$ cat config.mk
export PLATFORM = sky130hd
export DESIGN_NAME = instr_miss_queue
export DESIGN_NICKNAME = d
export VERILOG_FILES = /design/src/logic/l1_ctrl_pkg.sv /design/src/logic/instr_miss_queue.sv
export SDC_FILE = /design/constraint.sdc
export NUM_CORES = 1
export LEC_CHECK = 0
export BUFFER_PORTS_ARGS = -buffer_cell sky130_fd_sc_hd__buf_4
export CORE_UTILIZATION = 40
export CTS_CLUSTER_DIAMETER = 200
export DETAILED_ROUTE_END_ITERATION = 10
export GPL_TIMING_DRIVEN = 0
export SYNTH_ARGS = -nofsm -noshare
export SYNTH_HDL_FRONTEND = slang
export SYNTH_SLANG_ARGS = --single-unit
$ cat constraint.sdc
create_clock -name clk -period 4.13 [get_ports clk]
set_input_delay 0.2065 -clock clk [delete_from_list [all_inputs] [get_ports clk]]
set_output_delay 0.2065 -clock clk [all_outputs]
set_load 0.03 [all_outputs]
$ cat src/logic/l1_ctrl_pkg.sv
package l1_ctrl_pkg;

	// Cache geometry
	localparam int DCACHE_WAY = 4;
	localparam int DCACHE_SET = 64;
	localparam int LINE_BYTES = 64;
	localparam int INSTR_QUEUE_DEPTH = 2;

	localparam int ADDRESS_BITS = 32;
	localparam int WORD_BITS = 32;
	localparam int OFFSET_BITS = $clog2(LINE_BYTES);
	localparam int SET_BITS = $clog2(DCACHE_SET);
	localparam int TAG_BITS = ADDRESS_BITS - SET_BITS - OFFSET_BITS;
	localparam int WAY_BITS = $clog2(DCACHE_WAY);

	typedef logic [1:0] thread_id_t;
	typedef logic [TAG_BITS-1:0] dcache_tag_t;
	typedef logic [SET_BITS-1:0] dcache_set_t;
	typedef logic [WAY_BITS-1:0] dcache_way_idx_t;
	typedef logic [LINE_BYTES*8/WORD_BITS-1:0][WORD_BITS-1:0] dcache_line_t;
	typedef logic [LINE_BYTES-1:0] dcache_store_mask_t;

	typedef struct packed {
		dcache_tag_t tag;
		dcache_set_t index;
		logic [OFFSET_BITS-1:0] offset;
	} dcache_address_t;

	// Invalid line when both bits are clear
	typedef struct packed {
		logic can_read;
		logic can_write;
	} dcache_privileges_t;

	typedef enum logic {
		CC_UPDATE_INFO_DATA,
		CC_REPLACEMENT
	} cc_command_t;

	// Declaration order is the service priority
	typedef enum logic [2:0] {
		REPLACEMENT,
		FLUSH,
		STORE,
		LOAD,
		INSTR
	} req_kind_t;

	typedef struct packed {
		thread_id_t thread;
		dcache_address_t address;
	} miss_req_t;

	typedef struct packed {
		dcache_address_t address;
		dcache_line_t line;
		dcache_store_mask_t dirty_mask;
	} writeback_req_t;

	typedef struct packed {
		dcache_address_t address;
		dcache_line_t data;
		dcache_store_mask_t dirty_mask;
		logic read;
		logic write;
	} mem_req_t;

	typedef struct packed {
		dcache_way_idx_t way;
		dcache_address_t address;
		dcache_privileges_t privileges;
		dcache_line_t store_value;
		cc_command_t command;
	} ldst_update_t;

endpackage

$ cat src/logic/instr_miss_queue.sv
`timescale 1ns/10ps

module instr_miss_queue (
	input  logic                          clk,
	input  logic                          reset,
	input  logic                          push,
	input  l1_ctrl_pkg::dcache_address_t push_address,
	input  logic                          pop,
	output logic                          empty,
	output l1_ctrl_pkg::dcache_address_t  head_address
);
	import l1_ctrl_pkg::*;

	localparam int PTR_BITS = $clog2(INSTR_QUEUE_DEPTH);

	dcache_address_t entries [INSTR_QUEUE_DEPTH];
	logic [PTR_BITS-1:0] wr_ptr;
	logic [PTR_BITS-1:0] rd_ptr;
	logic [$clog2(INSTR_QUEUE_DEPTH+1)-1:0] level;

	assign empty = level == '0;
	assign head_address = entries[rd_ptr];

	always_ff @(posedge clk, posedge reset) begin
		if (reset) begin
			wr_ptr <= '0;
			rd_ptr <= '0;
			level <= '0;
		end else begin
			if (push)
				wr_ptr <= wr_ptr + 1'b1;
			if (pop)
				rd_ptr <= rd_ptr + 1'b1;
			// Level holds when both sides move in one cycle
			if (push && !pop)
				level <= level + 1'b1;
			else if (pop && !push)
				level <= level - 1'b1;
		end
	end

	always_ff @(posedge clk) begin
		if (push)
			entries[wr_ptr] <= push_address;
	end

	a_no_overflow: assert property (@(posedge clk) disable iff (reset)
		!(push && !pop && level == INSTR_QUEUE_DEPTH));

endmodule

Word-level counts from Yosys, hierarchy flattened

Memories as Yosys holds them, arrays and structs flattened.
Index checks and enable logic that the tools add are counted.

Register bits after elaboration: 4
Bits in writable memories: 64
Output and inout bits: 33
Word-level logic and storage cells: 18
Memories kept: 1

Memories:

| memory  | depth | bits a word | read ports | clocked after Yosys merged registers in | write ports | RTL line               | text |
|---|---|---|---|---|---|---|---|
| entries | 2     | 32          | 1          | 0                                       | 1           | instr_miss_queue.sv:16 | `dcache_address_t entries [INSTR_QUEUE_DEPTH];` |

$add $sub $neg: 4
Muxes and demuxes: 4
Reduce and logical (&&, ||, !) cells: 6

Operator list:

| cell                | number |
|---|---|
| $mux 2              | 2 |
| $add 1x1->1 const B | 2 |
| $add 2x1->2 const B | 1 |
| $logic_and 1x1->1   | 2 |
| $logic_not 1->1     | 2 |
| $logic_not 2->1     | 1 |
| $mux 1              | 2 |
| $reduce_bool 2->1   | 1 |
| $sub 2x1->2 const B | 1 |

Longest topological paths before layout

Gate-level depths: netlist (run 1).

Word-level depth: 4
Depth in mapped cells: 5

Least setup slack after synthesis (run 1)

OpenSTA, ideal clock, no wires.

Path kind: reg2reg
Start point: reg wr_ptr
End point: mem entries[0][0] (netlist bit) (enable)
Data arrival time: 1.842 ns
Required time: 3.705 ns
Slack: 1.863 ns
Cell stages (with the launch flop): 2
Path buffers: 0
Path through: dfrtp_1 > nor2b_1

RTL lines:

| what                   | RTL line               | text |
|---|---|---|
| from (decl)            | instr_miss_queue.sv:17 | `logic [PTR_BITS-1:0] wr_ptr;` |
| from (signal assigned) | instr_miss_queue.sv:31 | `wr_ptr <= wr_ptr + 1'b1;` |
| to (decl)              | instr_miss_queue.sv:16 |  |

Straight into the memory's write port.

==> results.md, run 1 <==
- Fin crit share: 40.7%
- Total core area: 6350 µm²
- Fill cells: 506
- Total gr overflow: 0
- CTS resizes: 0
- Final setup violation count: 0
- Final GP Congestion: 0.648
- Cts hold-fix bufs: 1
- Antenna-violating nets left: 0
- Max cap viols: 0
- Yosys top cell area share: 72.6%
- Nature of the critical path startpoint: register
- CP Max Fanout: 10
- Worst path required time: 3920 ps
- Worst Setup End Kind: output pin
- Highest ir drop seen on vdd: 368 µV
- Drc violations: 0
- TritonCTS clock tree: yes
- Clk_lat worst skew: 330 ps
- WS Path Type: register to output pin
- Crit path DAT: 1470 ps
- I/O pin cnt: 69
- Number of CTS-inserted buffers: 9
- Synthesized area: 2650 µm²
- Htree depth: 3
- Final Critical Period: 1680 ps
- Syn avg cell area: 22.8 µm²
- Port Buffers: 68
- Pins over their slew limit: 0
- Maximum clock frequency: 0.596 GHz
- Worst-path clk slew: 70 ps
- Setup bufs post-CTS: 0
- Synth unique cells: 13
- Slew @ Worst Pin: 931 ps
- Synth area leaders: edfxtp_1, mux2_4, dfrtp_1
- Relative slew margins: 37.8%
- TNS Setup: 0 ps
- Clock Root Buffer: clkbuf_8
- Dpl ws: 2470 ps
- PnR worst setup slack: 2450 ps
- Die Wd: 83.3 µm
- Cell Pwr Density: 711 nW/µm²
- Antenna violations before repair: 0
- Share of layout cells above drive strength 1: 58.4%
- Vias in the first global route: 1386
- LEAKAGE: 1.40 nW
- Clk sinks: 68
- Routed length per instance: 14.8 µm
- Synth Warn #: 0
- Pin count of the biggest net entering global routing: 33
- Clock Tree Buf Depth: 2
- Seq/Total Area, Yosys: 76.4%
- Net Count, Synth: 153
- Nets: 234
- First-pass GRT wire length: 6.67 mm
- Hold Fails Final Rpt: 0
- Die ar.: 6940 µm²
- Outcome: finished, final reports clean
- HPWL Detailed: 2.78 mm
- RSZ-0062 raised after global routing: no
- Clock skew: 9.37 ps
- Die height: 83.3 µm
- Initial Util: 41.7%
- Total Routing Usage GR: 13.1%
- Ant. Diodes: 0
- Detailed Route Iter0 Violations: 9
- Via Count: 1280
- Post-DR vias/cell: 4.59
- Seq cells post-synth: 68
- Synth Instances: 116
- Drt first pass iters: 4
- Routed WL: 4.13 mm
- Area grow syn2layout: 30.6%
- Worst hold path class: primary input to register
- Final core occ: 54.4%
- Yosys top cell by area: edfxtp_1
- Std-Cell Rows: 29
flip-flops by register name (all words and copies together), names as in the netlist:
name	flops
level	2
rd_ptr	1
wr_ptr	1
entries	64
critical path, cell delays in order, from the launching register on:
cell,delay [ps]
dfrtp_1,370
buf_6,140
buf_12,150
mux2_4,300
buf_4,170
routing by layer:
layer	up-vias	share of wire [%]	wire length, µm	track usage, %
li1	608	-	-	-
met2	45	54	2240	22.7
met3	9	5.7	234	3.78
met5	-	0	0	0
met4	0	2.5	105	9.40
met1	618	37	1540	13.5
logic make-up after synthesis:
logic type | Yosys count | synth area share [%]
DFF | 68 | 76.4
muxes | 32 | 17.7
buffers and inverters | 6 | 2.98
xor gates and xnor gates | 5 | 1.65
and+or+nand+nor | 4 | 0.757
adders and majority gates | 1 | 0.473
layout by cell type (no fill, tap or decap):
cell type,n
buf_4,68
edfxtp_1,64
mux2_4,29
clkbuf_8,9
xor2_1,4
dfrtp_1,4
buf_12,3
mux2_2,3
clkinv_1,3
inv_1,2
nor2_1,2
clkinvlp_4,2
buf_6,1
xnor2_1,1
and2_1,1
nor2b_4,1
ha_1,1
clkbuf_1,1
clkinv_2,1
dlygate4sd3_1,1
buf_16,1
stage by stage:
stage | cells | power (mW) | hold WS [ps] | cell area, µm²
after floorplan | 116 | 1.73 | -27.4 | 2650
after global placement | 261 | 2.01 | 95.3 | 3250
after detailed placement | 262 | 2.05 | 110 | 3290
after CTS | 279 | 2.50 | 30.9 | 3460
after global routing | 279 | 2.58 | 29.0 | 3460
final | 279 | 2.46 | 52.6 | 3460
final cells by class:
type                            count  area, µm²  area share [%]
Tap cell                           77       96.3            2.79
Inverter                            2       7.51           0.217
Clock inverter                      6       31.3           0.905
Buffer                              4       71.3            2.06
Timing Repair Buffer               70        548            15.9
Multi-Input combinational cell     42        553            16.0
Sequential cell                    68       2020            58.5
Clock buffer                       10        128            3.69
power by group:
part | internal, mW | leakage [nW] | switching [mW] | total [mW]
Combinational | 0.501 | 0.680 | 0.554 | 1.05
Sequential | 0.920 | 0.647 | 0.0445 | 0.965
Clock | 0.210 | 0.0748 | 0.229 | 0.439
Total | 1.63 | 1.40 | 0.827 | 2.46
path summary, 6_finish.rpt:
check	start	end	slack, ps	depth (start not counted)
setup / recovery	rd_ptr	head_address[10]	2450	4
max in group asynchronous	reset	rd_ptr	3670	3
min in group asynchronous	reset	wr_ptr	310	3
hold / removal	push_address[13]	entries[1][13]	50	1
hold reg to reg	level[1]	level[1]	480	1
setup reg to reg	wr_ptr	entries[1][24]	2500	2
synthesized netlist by cell type:
cell      number
and2_1         1
buf_12         3
buf_6          1
dfrtp_1        4
edfxtp_1      64
ha_1           1
inv_1          2
mux2_2         3
mux2_4        29
nor2_1         2
nor2b_1        1
xnor2_1        1
xor2_1         4
(Power assumes the default switching activity.)
==> run 2, diff against run 1 <==
- ABC_AREA: unset -> 1
- PLACE_DENSITY: unset -> 0.66
- clock period: 4.13 -> 1.5 ns (I/O delays scaled with it)
==> run 2 against run 1 <==
Effect of this change:
- the flow now finishes with violations (negative setup slack)
- clock skew shrank 2.2 ps
- register-to-register slack lost 2400 ps
- die area grew 0.83%
- clock-buffer cell count shrank 1
- sequential share of layout area shrank 7.1 points
- routed wire length grew 19%
- synthesized area grew 0.85%
- critical path depth is the same
- cell count grew 16%
- flip-flop and latch count is the same
- synthesized cell count grew 7.8%
- utilization grew 7.2 points
- critical path type unchanged
- critical endpoint is now head_address[11]
- largest power group unchanged
==> results.md, run 2 <==
- Outcome: finished with violations (was finished, final reports clean)
- Failing checks: negative setup slack
- Synth Instances: 125 (was 116)
- Slew @ Worst Pin: 520 ps (was 931 ps)
- Antenna violations before repair: 0 (unchanged)
- RSZ-0062 raised after global routing: yes (was no)
- Max reg flops: 64 (unchanged)
- I/O pin cnt: 69 (unchanged)
- Ys async rst share: 5.88% (unchanged)
- Ant. Diodes: 0 (unchanged)
- Synth unique cells: 14 (was 13)
- Synth cell count leaders: edfxtp_1, mux2_4, inv_1 (was edfxtp_1, mux2_4, dfrtp_1, xor2_1)
- Area grow syn2layout: 47.5% (was 30.6%)
- TritonCTS clock tree: yes (unchanged)
- Die Wd: 83.7 µm (was 83.3 µm)
- Detailed Route Iter0 Violations: 35 (was 9)
- Final Critical Period: 1520 ps
- Crit-path slowest cell: dfrtp_1 (unchanged)
- Maximum clock frequency: 0.657 GHz
- Clk sinks: 68 (unchanged)
- Total core area: 6390 µm² (was 6350 µm²)
- Pin count of the biggest net entering global routing: 17 (was 33)
- Worst-path clk slew: 70 ps (about the same)
- Worst Setup End Kind: output pin (unchanged)
- Total Routing Usage GR: 14.9% (was 13.1%)
- Clk_lat worst skew: 330 ps (about the same)
- Crit path capture: head_address[11] (was head_address[10])
- Yosys top cell by area: edfxtp_1 (unchanged)
- Number of synthesized flops with an enable pin: 64 (unchanged)
- Main synth FF type: edfxtp_1 (unchanged)
- Final setup violation count: 29 (was 0)
- Cell Pwr Density: 1820 nW/µm² (was 711 nW/µm²)
- Clock share of power: 16.8% (was 17.9%)
- Vias in the first global route: 1675 (was 1386)
- Most frequent cell after synthesis: edfxtp_1 (unchanged)
- Seq/Total Area, Yosys: 75.8% (was 76.4%)
- First-pass GRT wire length: 7.74 mm (was 6.67 mm)
- Synth area leaders: edfxtp_1, mux2_4, dfrtp_1 (unchanged)
- Most flops, register: entries (unchanged)
- Die height: 83.7 µm (was 83.3 µm)
- Drc violations: 0 (unchanged)
- Syn avg cell area: 21.4 µm² (was 22.8 µm²)
- Routed length per instance: 15.1 µm (was 14.8 µm)
- Register share of total power: 37.4% (was 39.2%)
- Drt first pass iters: 4 (unchanged)
- Reg2reg setup slack: 90 ps (was 2500 ps)
- Share of layout cells above drive strength 1: 49.8% (was 58.4%)
- Yosys top cell area share: 72.0% (was 72.6%)
- Std-Cell Rows: 29 (unchanged)
- Switch share: 33.9% (was 33.6%)
- Nature of the critical path startpoint: register (unchanged)
- Clock Tree Buf Depth: 2 (unchanged)
- Worst path required time: 1420 ps (was 3920 ps)
- Internal: 4.74 mW (was 1.63 mW)
- Htree depth: 3 (unchanged)
- Launch point of the worst path: rd_ptr (unchanged)
- Relative slew margins: 65.2% (was 37.8%)
- Fin crit share: 102%
- Seq cells post-synth: 68 (unchanged)
- Via Count: 1467 (was 1280)
- Cell count after placement: 270 (was 262)
- Highest ir drop seen on vdd: 1250 µV (was 368 µV)
- HPWL Detailed: 2.88 mm (was 2.78 mm)
- Fill cells: 471 (was 506)
- LEAKAGE: 1.61 nW (was 1.40 nW)
- Synthesized area: 2670 µm² (was 2650 µm²)
- Port Buffers: 68 (unchanged)
- Hold Fails Final Rpt: 0 (unchanged)
- Worst reg2reg endpoint: entries[1][31] (was entries[1][24])
- Clock skew: 7.13 ps (was 9.37 ps)
- Pins over their slew limit: 0 (unchanged)
- Post-DR vias/cell: 4.53 (was 4.59)
- Delay of the slowest cell on the worst path: 370 ps (about the same)
- Max cap viols: 0 (unchanged)
- Net Count, Synth: 162 (was 153)
- WS Path Type: register to output pin (unchanged)
- Antenna-violating nets left: 0 (unchanged)
- CP Max Fanout: 10 (unchanged)
- Initial Util: 41.8% (was 41.7%)
- Total gr overflow: 0 (unchanged)
- Post-Layout Cell Count: 324 (was 279)
- Most used cell, CP: buf_6
- Synth Warn #: 0 (unchanged)
- FF-to-FF Start: wr_ptr (unchanged)
- Psw: 2.43 mW (was 0.827 mW)
- Worst hold path class: primary input to async pin (was primary input to register)
- Crit path DAT: 1450 ps (was 1470 ps)
- Comb pwr share: 45.8% (was 42.9%)
- Worst Reg-to-Reg Cells: 2 (unchanged)
- Commonest non-fill, non-tap cells in the layout: edfxtp_1, buf_4, dlygate4sd3_1 (was buf_4, edfxtp_1, mux2_4)
- PnR worst setup slack: -22.8 ps (was 2450 ps)
- Die ar.: 7000 µm² (was 6940 µm²)
- Final Power: 7.17 mW (was 2.46 mW)
- Number of CTS-inserted buffers: 9 (unchanged)
- Leading cell type in the layout, fill and taps excluded: edfxtp_1 (was buf_4)
- Nets: 279 (was 234)
- Critical-path cell list: buf_6, buf_12, mux2_4, buf_6 (was buf_6, buf_12, mux2_4, buf_4)
- Final GP Congestion: 0.660 (was 0.648)
- Largest regs: entries: 64 flops, level: 2 flops (unchanged)
- Routed WL: 4.90 mm (was 4.13 mm)
- Clock Root Buffer: clkbuf_8 (unchanged)
-- run 2: how the worst min path moves through the flow --
stage          start        to  cells after the start
3_5_place_dp   reset    wr_ptr                      2
2_1_floorplan  reset  level[0]                      1
5_1_grt        reset  level[1]                      3
3_3_place_gp   reset    wr_ptr                      2
4_1_cts        reset    wr_ptr                      3
6_report       reset  level[1]                      3
-- run 2: metal layers --
layer | GRT usage, % | part of all wire [%] | up-vias
met3 | 4.25 | 5.0 | 7
li1 | - | - | 704
met2 | 27.7 | 56 | 53
met4 | 7.40 | 0.88 | 0
met5 | 0 | 0 | -
met1 | 15.1 | 38 | 703
-- run 2: final cells by class --
| cell class | count | area [µm²] | share of cell area, % |
|---|---|---|---|
| Inverter | 8 | 33.8 | 0.858 |
| Timing Repair Buffer | 104 | 981 | 24.9 |
| Tap cell | 77 | 96.3 | 2.45 |
| Multi-Input combinational cell | 46 | 567 | 14.4 |
| Clock inverter | 7 | 33.8 | 0.858 |
| Buffer | 4 | 71.3 | 1.81 |
| Timing Repair inverter | 1 | 7.51 | 0.191 |
| Clock buffer | 9 | 124 | 3.15 |
| Sequential cell | 68 | 2020 | 51.4 |
-- run 2: what timing repair did --
item / 4_1_cts / 5_1_grt
hold buffers: 35 / 0
endpoints found under the hold margin: 70 / 0
cloned: 2 / 0
setup endpoints to repair: 93 / 30
pin swaps: 1 / 0
gates resized for setup: 34 / 0
buffers inserted: 1 / 0
-- run 2: cell families (layout without fill, tap and decap cells) --
logic type	Yosys count	after routing	synth area share, %
xor+xnor	3	3	0.985
fa+ha+maj	1	1	0.469
buf+inv	12	133	3.80
mux	32	32	17.6
flops	68	68	75.8
simple gates	9	10	1.41
-- run 2: per-stage QoR --
step	cell area, µm²	TNS [ps]	util [%]	hold slack [ps]	setup slack [ps]
after floorplan	2680	0	-	-159	16.5
after global placement	3280	-10310	51.4	-34.3	-282
after detailed placement	3280	-13820	51.4	-21.9	-338
after CTS	3940	-866	61.6	166	-44.3
after global routing	3940	-1600	61.6	196	-63.5
final	3940	-252	61.6	189	-22.8
-- run 2: power groups by stage --
stage | clock [mW] | sequential (mW) | combinational (mW)
5_1_grt | 1.33 | 2.72 | 3.45
6_report | 1.20 | 2.68 | 3.29
3_3_place_gp | 0 | 2.68 | 2.88
4_1_cts | 1.25 | 2.69 | 3.32
2_1_floorplan | 0 | 2.67 | 2.11
3_5_place_dp | 0 | 2.72 | 2.91
-- run 2: critical path, delay by kind of cell, from the launching register on --
kind                   cells  cell delay [ps]
muxes                      1              310
DFF                        1              370
buffers and inverters      3              430
==> run 3, diff against run 2 <==
- CAP_MARGIN: unset -> 20
- CELL_PAD_IN_SITES_DETAIL_PLACEMENT: unset -> 0
- CELL_PAD_IN_SITES_GLOBAL_PLACEMENT: unset -> 1
- PLACE_DENSITY: 0.66 -> unset
- PLACE_DENSITY_LB_ADDON: unset -> 0.1
==> run 3 against run 2 <==
Effect of this change:
- the flow still finishes with violations (negative setup slack)
- utilization grew 0.72 points
- fmax grew 0.36%
- sequential share of layout area is 0.60 points lower
- first-iteration DRC count up 94%
- sequential power barely moved
- register-to-register slack improved by 60 ps
- via count grew 0.89%
- die area did not move
==> results.md, run 3 (synthesized netlist as in run 2, its figures left out) <==
- Number of CTS-inserted buffers: 9 (unchanged)
- PnR worst setup slack: -17.3 ps (was -22.8 ps)
- Htree depth: 3 (unchanged)
- Leading cell type in the layout, fill and taps excluded: edfxtp_1 (unchanged)
- Worst-path clk slew: 70 ps (about the same)
- Initial Util: 41.8% (unchanged)
- Max cap viols: 0 (unchanged)
- Failing checks: negative setup slack (unchanged)
- Highest ir drop seen on vdd: 1020 µV (was 1250 µV)
- CP Buf/Inv Count: 3 (unchanged)
- Crit-path slowest cell: dfrtp_1 (unchanged)
- TritonCTS clock tree: yes (unchanged)
- Psw: 2.44 mW (was 2.43 mW)
- Final setup violation count: 29 (unchanged)
- Slew @ Worst Pin: 554 ps (was 520 ps)
- WS Path Type: register to output pin (unchanged)
- Outcome: finished with violations (unchanged)
- I/O pin cnt: 69 (unchanged)
- Hold Fails Final Rpt: 0 (unchanged)
- Relative slew margins: 63.0% (was 65.2%)
- Comb pwr share: 46.4% (was 45.8%)
- Cell family with most CP delay: buffers and inverters (unchanged)
- Nets: 280 (was 279)
- Final Critical Period: 1520 ps (about the same)
- RSZ-0062 raised after global routing: yes (unchanged)
- Clk_lat worst skew: 330 ps (about the same)
- Port Buffers: 68 (unchanged)
- Worst reg2reg endpoint: entries[0][1] (was entries[1][31])
- Worst path required time: 1420 ps (about the same)
- Register share of total power: 36.6% (was 37.4%)
- Worst hold path class: primary input to async pin (unchanged)
- Pins over their slew limit: 0 (unchanged)
- Area after DPL: 3310 µm² (was 3280 µm²)
- Levels on crit path: 4 (unchanged)
- Crit path DAT: 1440 ps (was 1450 ps)
- Std-Cell Rows: 29 (unchanged)
- Worst Reg-to-Reg Cells: 1 (was 2)
- Total core area: 6390 µm² (unchanged)
- Fin crit share: 101% (was 102%)
- Die ar.: 7000 µm² (unchanged)
- Area grow syn2layout: 49.2% (was 47.5%)
- Max reg flops: 64 (unchanged)
- Total Routing Usage GR: 15.1% (was 14.9%)
- FF/Latch Area: 2020 µm² (unchanged)
- Clk sinks: 68 (unchanged)
- FF-to-FF Start: wr_ptr (unchanged)
- Vias in the first global route: 1669 (was 1675)
- Via Count: 1480 (was 1467)
- Worst Setup End Kind: output pin (unchanged)
- Die Wd: 83.7 µm (unchanged)
- Clock share of power: 17.1% (was 16.8%)
- Critical-path cell list: buf_6, buf_12, mux2_4, buf_6 (unchanged)
- Antenna-violating nets left: 0 (unchanged)
- Die height: 83.7 µm (unchanged)
- CP Max Fanout: 10 (unchanged)
- Drt first pass iters: 4 (unchanged)
- Pin count of the biggest net entering global routing: 17 (unchanged)
- First-pass GRT wire length: 7.87 mm (was 7.74 mm)
- Antenna violations before repair: 0 (unchanged)
- Maximum clock frequency: 0.659 GHz (was 0.657 GHz)
- Drc violations: 0 (unchanged)
- Total gr overflow: 0 (unchanged)
- Post-DR vias/cell: 4.55 (was 4.53)
- Clock Tree Buf Depth: 2 (unchanged)
- Routed WL: 4.81 mm (was 4.90 mm)
- Largest regs: entries: 64 flops, level: 2 flops (unchanged)
- Nature of the critical path startpoint: register (unchanged)
- Ant. Diodes: 0 (unchanged)
- Clock skew: 7.37 ps (was 7.13 ps)
- LEAKAGE: 1.63 nW (was 1.61 nW)
- Most used cell, CP: buf_6 (unchanged)
- Share of layout cells above drive strength 1: 49.2% (was 49.8%)
- HPWL Detailed: 2.84 mm (was 2.88 mm)
- Switch share: 33.4% (was 33.9%)
- Delay of the slowest cell on the worst path: 370 ps (about the same)
- Most flops, register: entries (unchanged)
- Commonest non-fill, non-tap cells in the layout: edfxtp_1, buf_4, dlygate4sd3_1 (unchanged)
- Cell Pwr Density: 1840 nW/µm² (was 1820 nW/µm²)
- Routed length per instance: 14.8 µm (was 15.1 µm)
- Clock Root Buffer: clkbuf_8 (unchanged)
- Footprint of the multi-input gates: 564 µm² (was 567 µm²)
- TNS Setup: -153 ps (was -252 ps)
- Reg2reg setup slack: 150 ps (was 90 ps)
- Final GP Congestion: 0.636 (was 0.660)
- Detailed Route Iter0 Violations: 68 (was 35)
- Finished Cell Area: 3980 µm² (was 3940 µm²)
- Internal: 4.87 mW (was 4.74 mW)
- Fill cells: 498 (was 471)
## run 3: per-layer routing
layer | share of wire [%] | track usage, %
met5 | 0 | 0
met4 | 1.4 | 7.40
met3 | 3.8 | 3.56
met2 | 54 | 26.3
met1 | 41 | 17.6
## run 3: power by group through the flow
stage | combinational [mW] | sequential (mW) | clock, mW
detailed placement | 2.98 | 2.70 | 0
floorplan | 2.11 | 2.67 | 0
finish | 3.39 | 2.67 | 1.25
CTS | 3.42 | 2.68 | 1.28
global route | 3.55 | 2.71 | 1.37
global placement | 2.89 | 2.68 | 0
## run 3: through the flow
stage                     setup WS (ps)  util [%]  instances  power [mW]  hold WS [ps]
after floorplan                    16.5         -        125        4.77          -159
after global placement             -318      51.4        270        5.58         -28.6
after detailed placement           -134      51.8        271        5.69         -25.3
after CTS                         -27.3      62.4        325        7.38           170
after global routing              -63.0      62.4        325        7.63           180
final                             -17.3      62.4        325        7.31           182
## run 3: how the worst max path moves through the flow
stage,startpoint,end
floorplan,wr_ptr,entries[1][0]
global placement,wr_ptr,entries[1][2]
detailed placement,wr_ptr,entries[0][2]
CTS,rd_ptr,head_address[25]
global route,rd_ptr,head_address[31]
finish,rd_ptr,head_address[31]
## run 3: what timing repair did
item,4_1_cts,5_1_grt
pin swaps,1,0
setup endpoints to repair,77,31
setup buffers,2,0
hold endpoints to repair,70,0
gates resized for setup,33,0
gates cloned,1,0
hold buffers,35,0
## run 3: area by class of cell
cell class	instances	area share, %
flip-flops and latches	68	50.8
repair buffers	106	25.9
multi-input cells	46	14.2
clock buffers	13	3.74
well taps	77	2.42
plain buffers	4	1.79
inverters	8	0.848
clock inverters	3	0.346
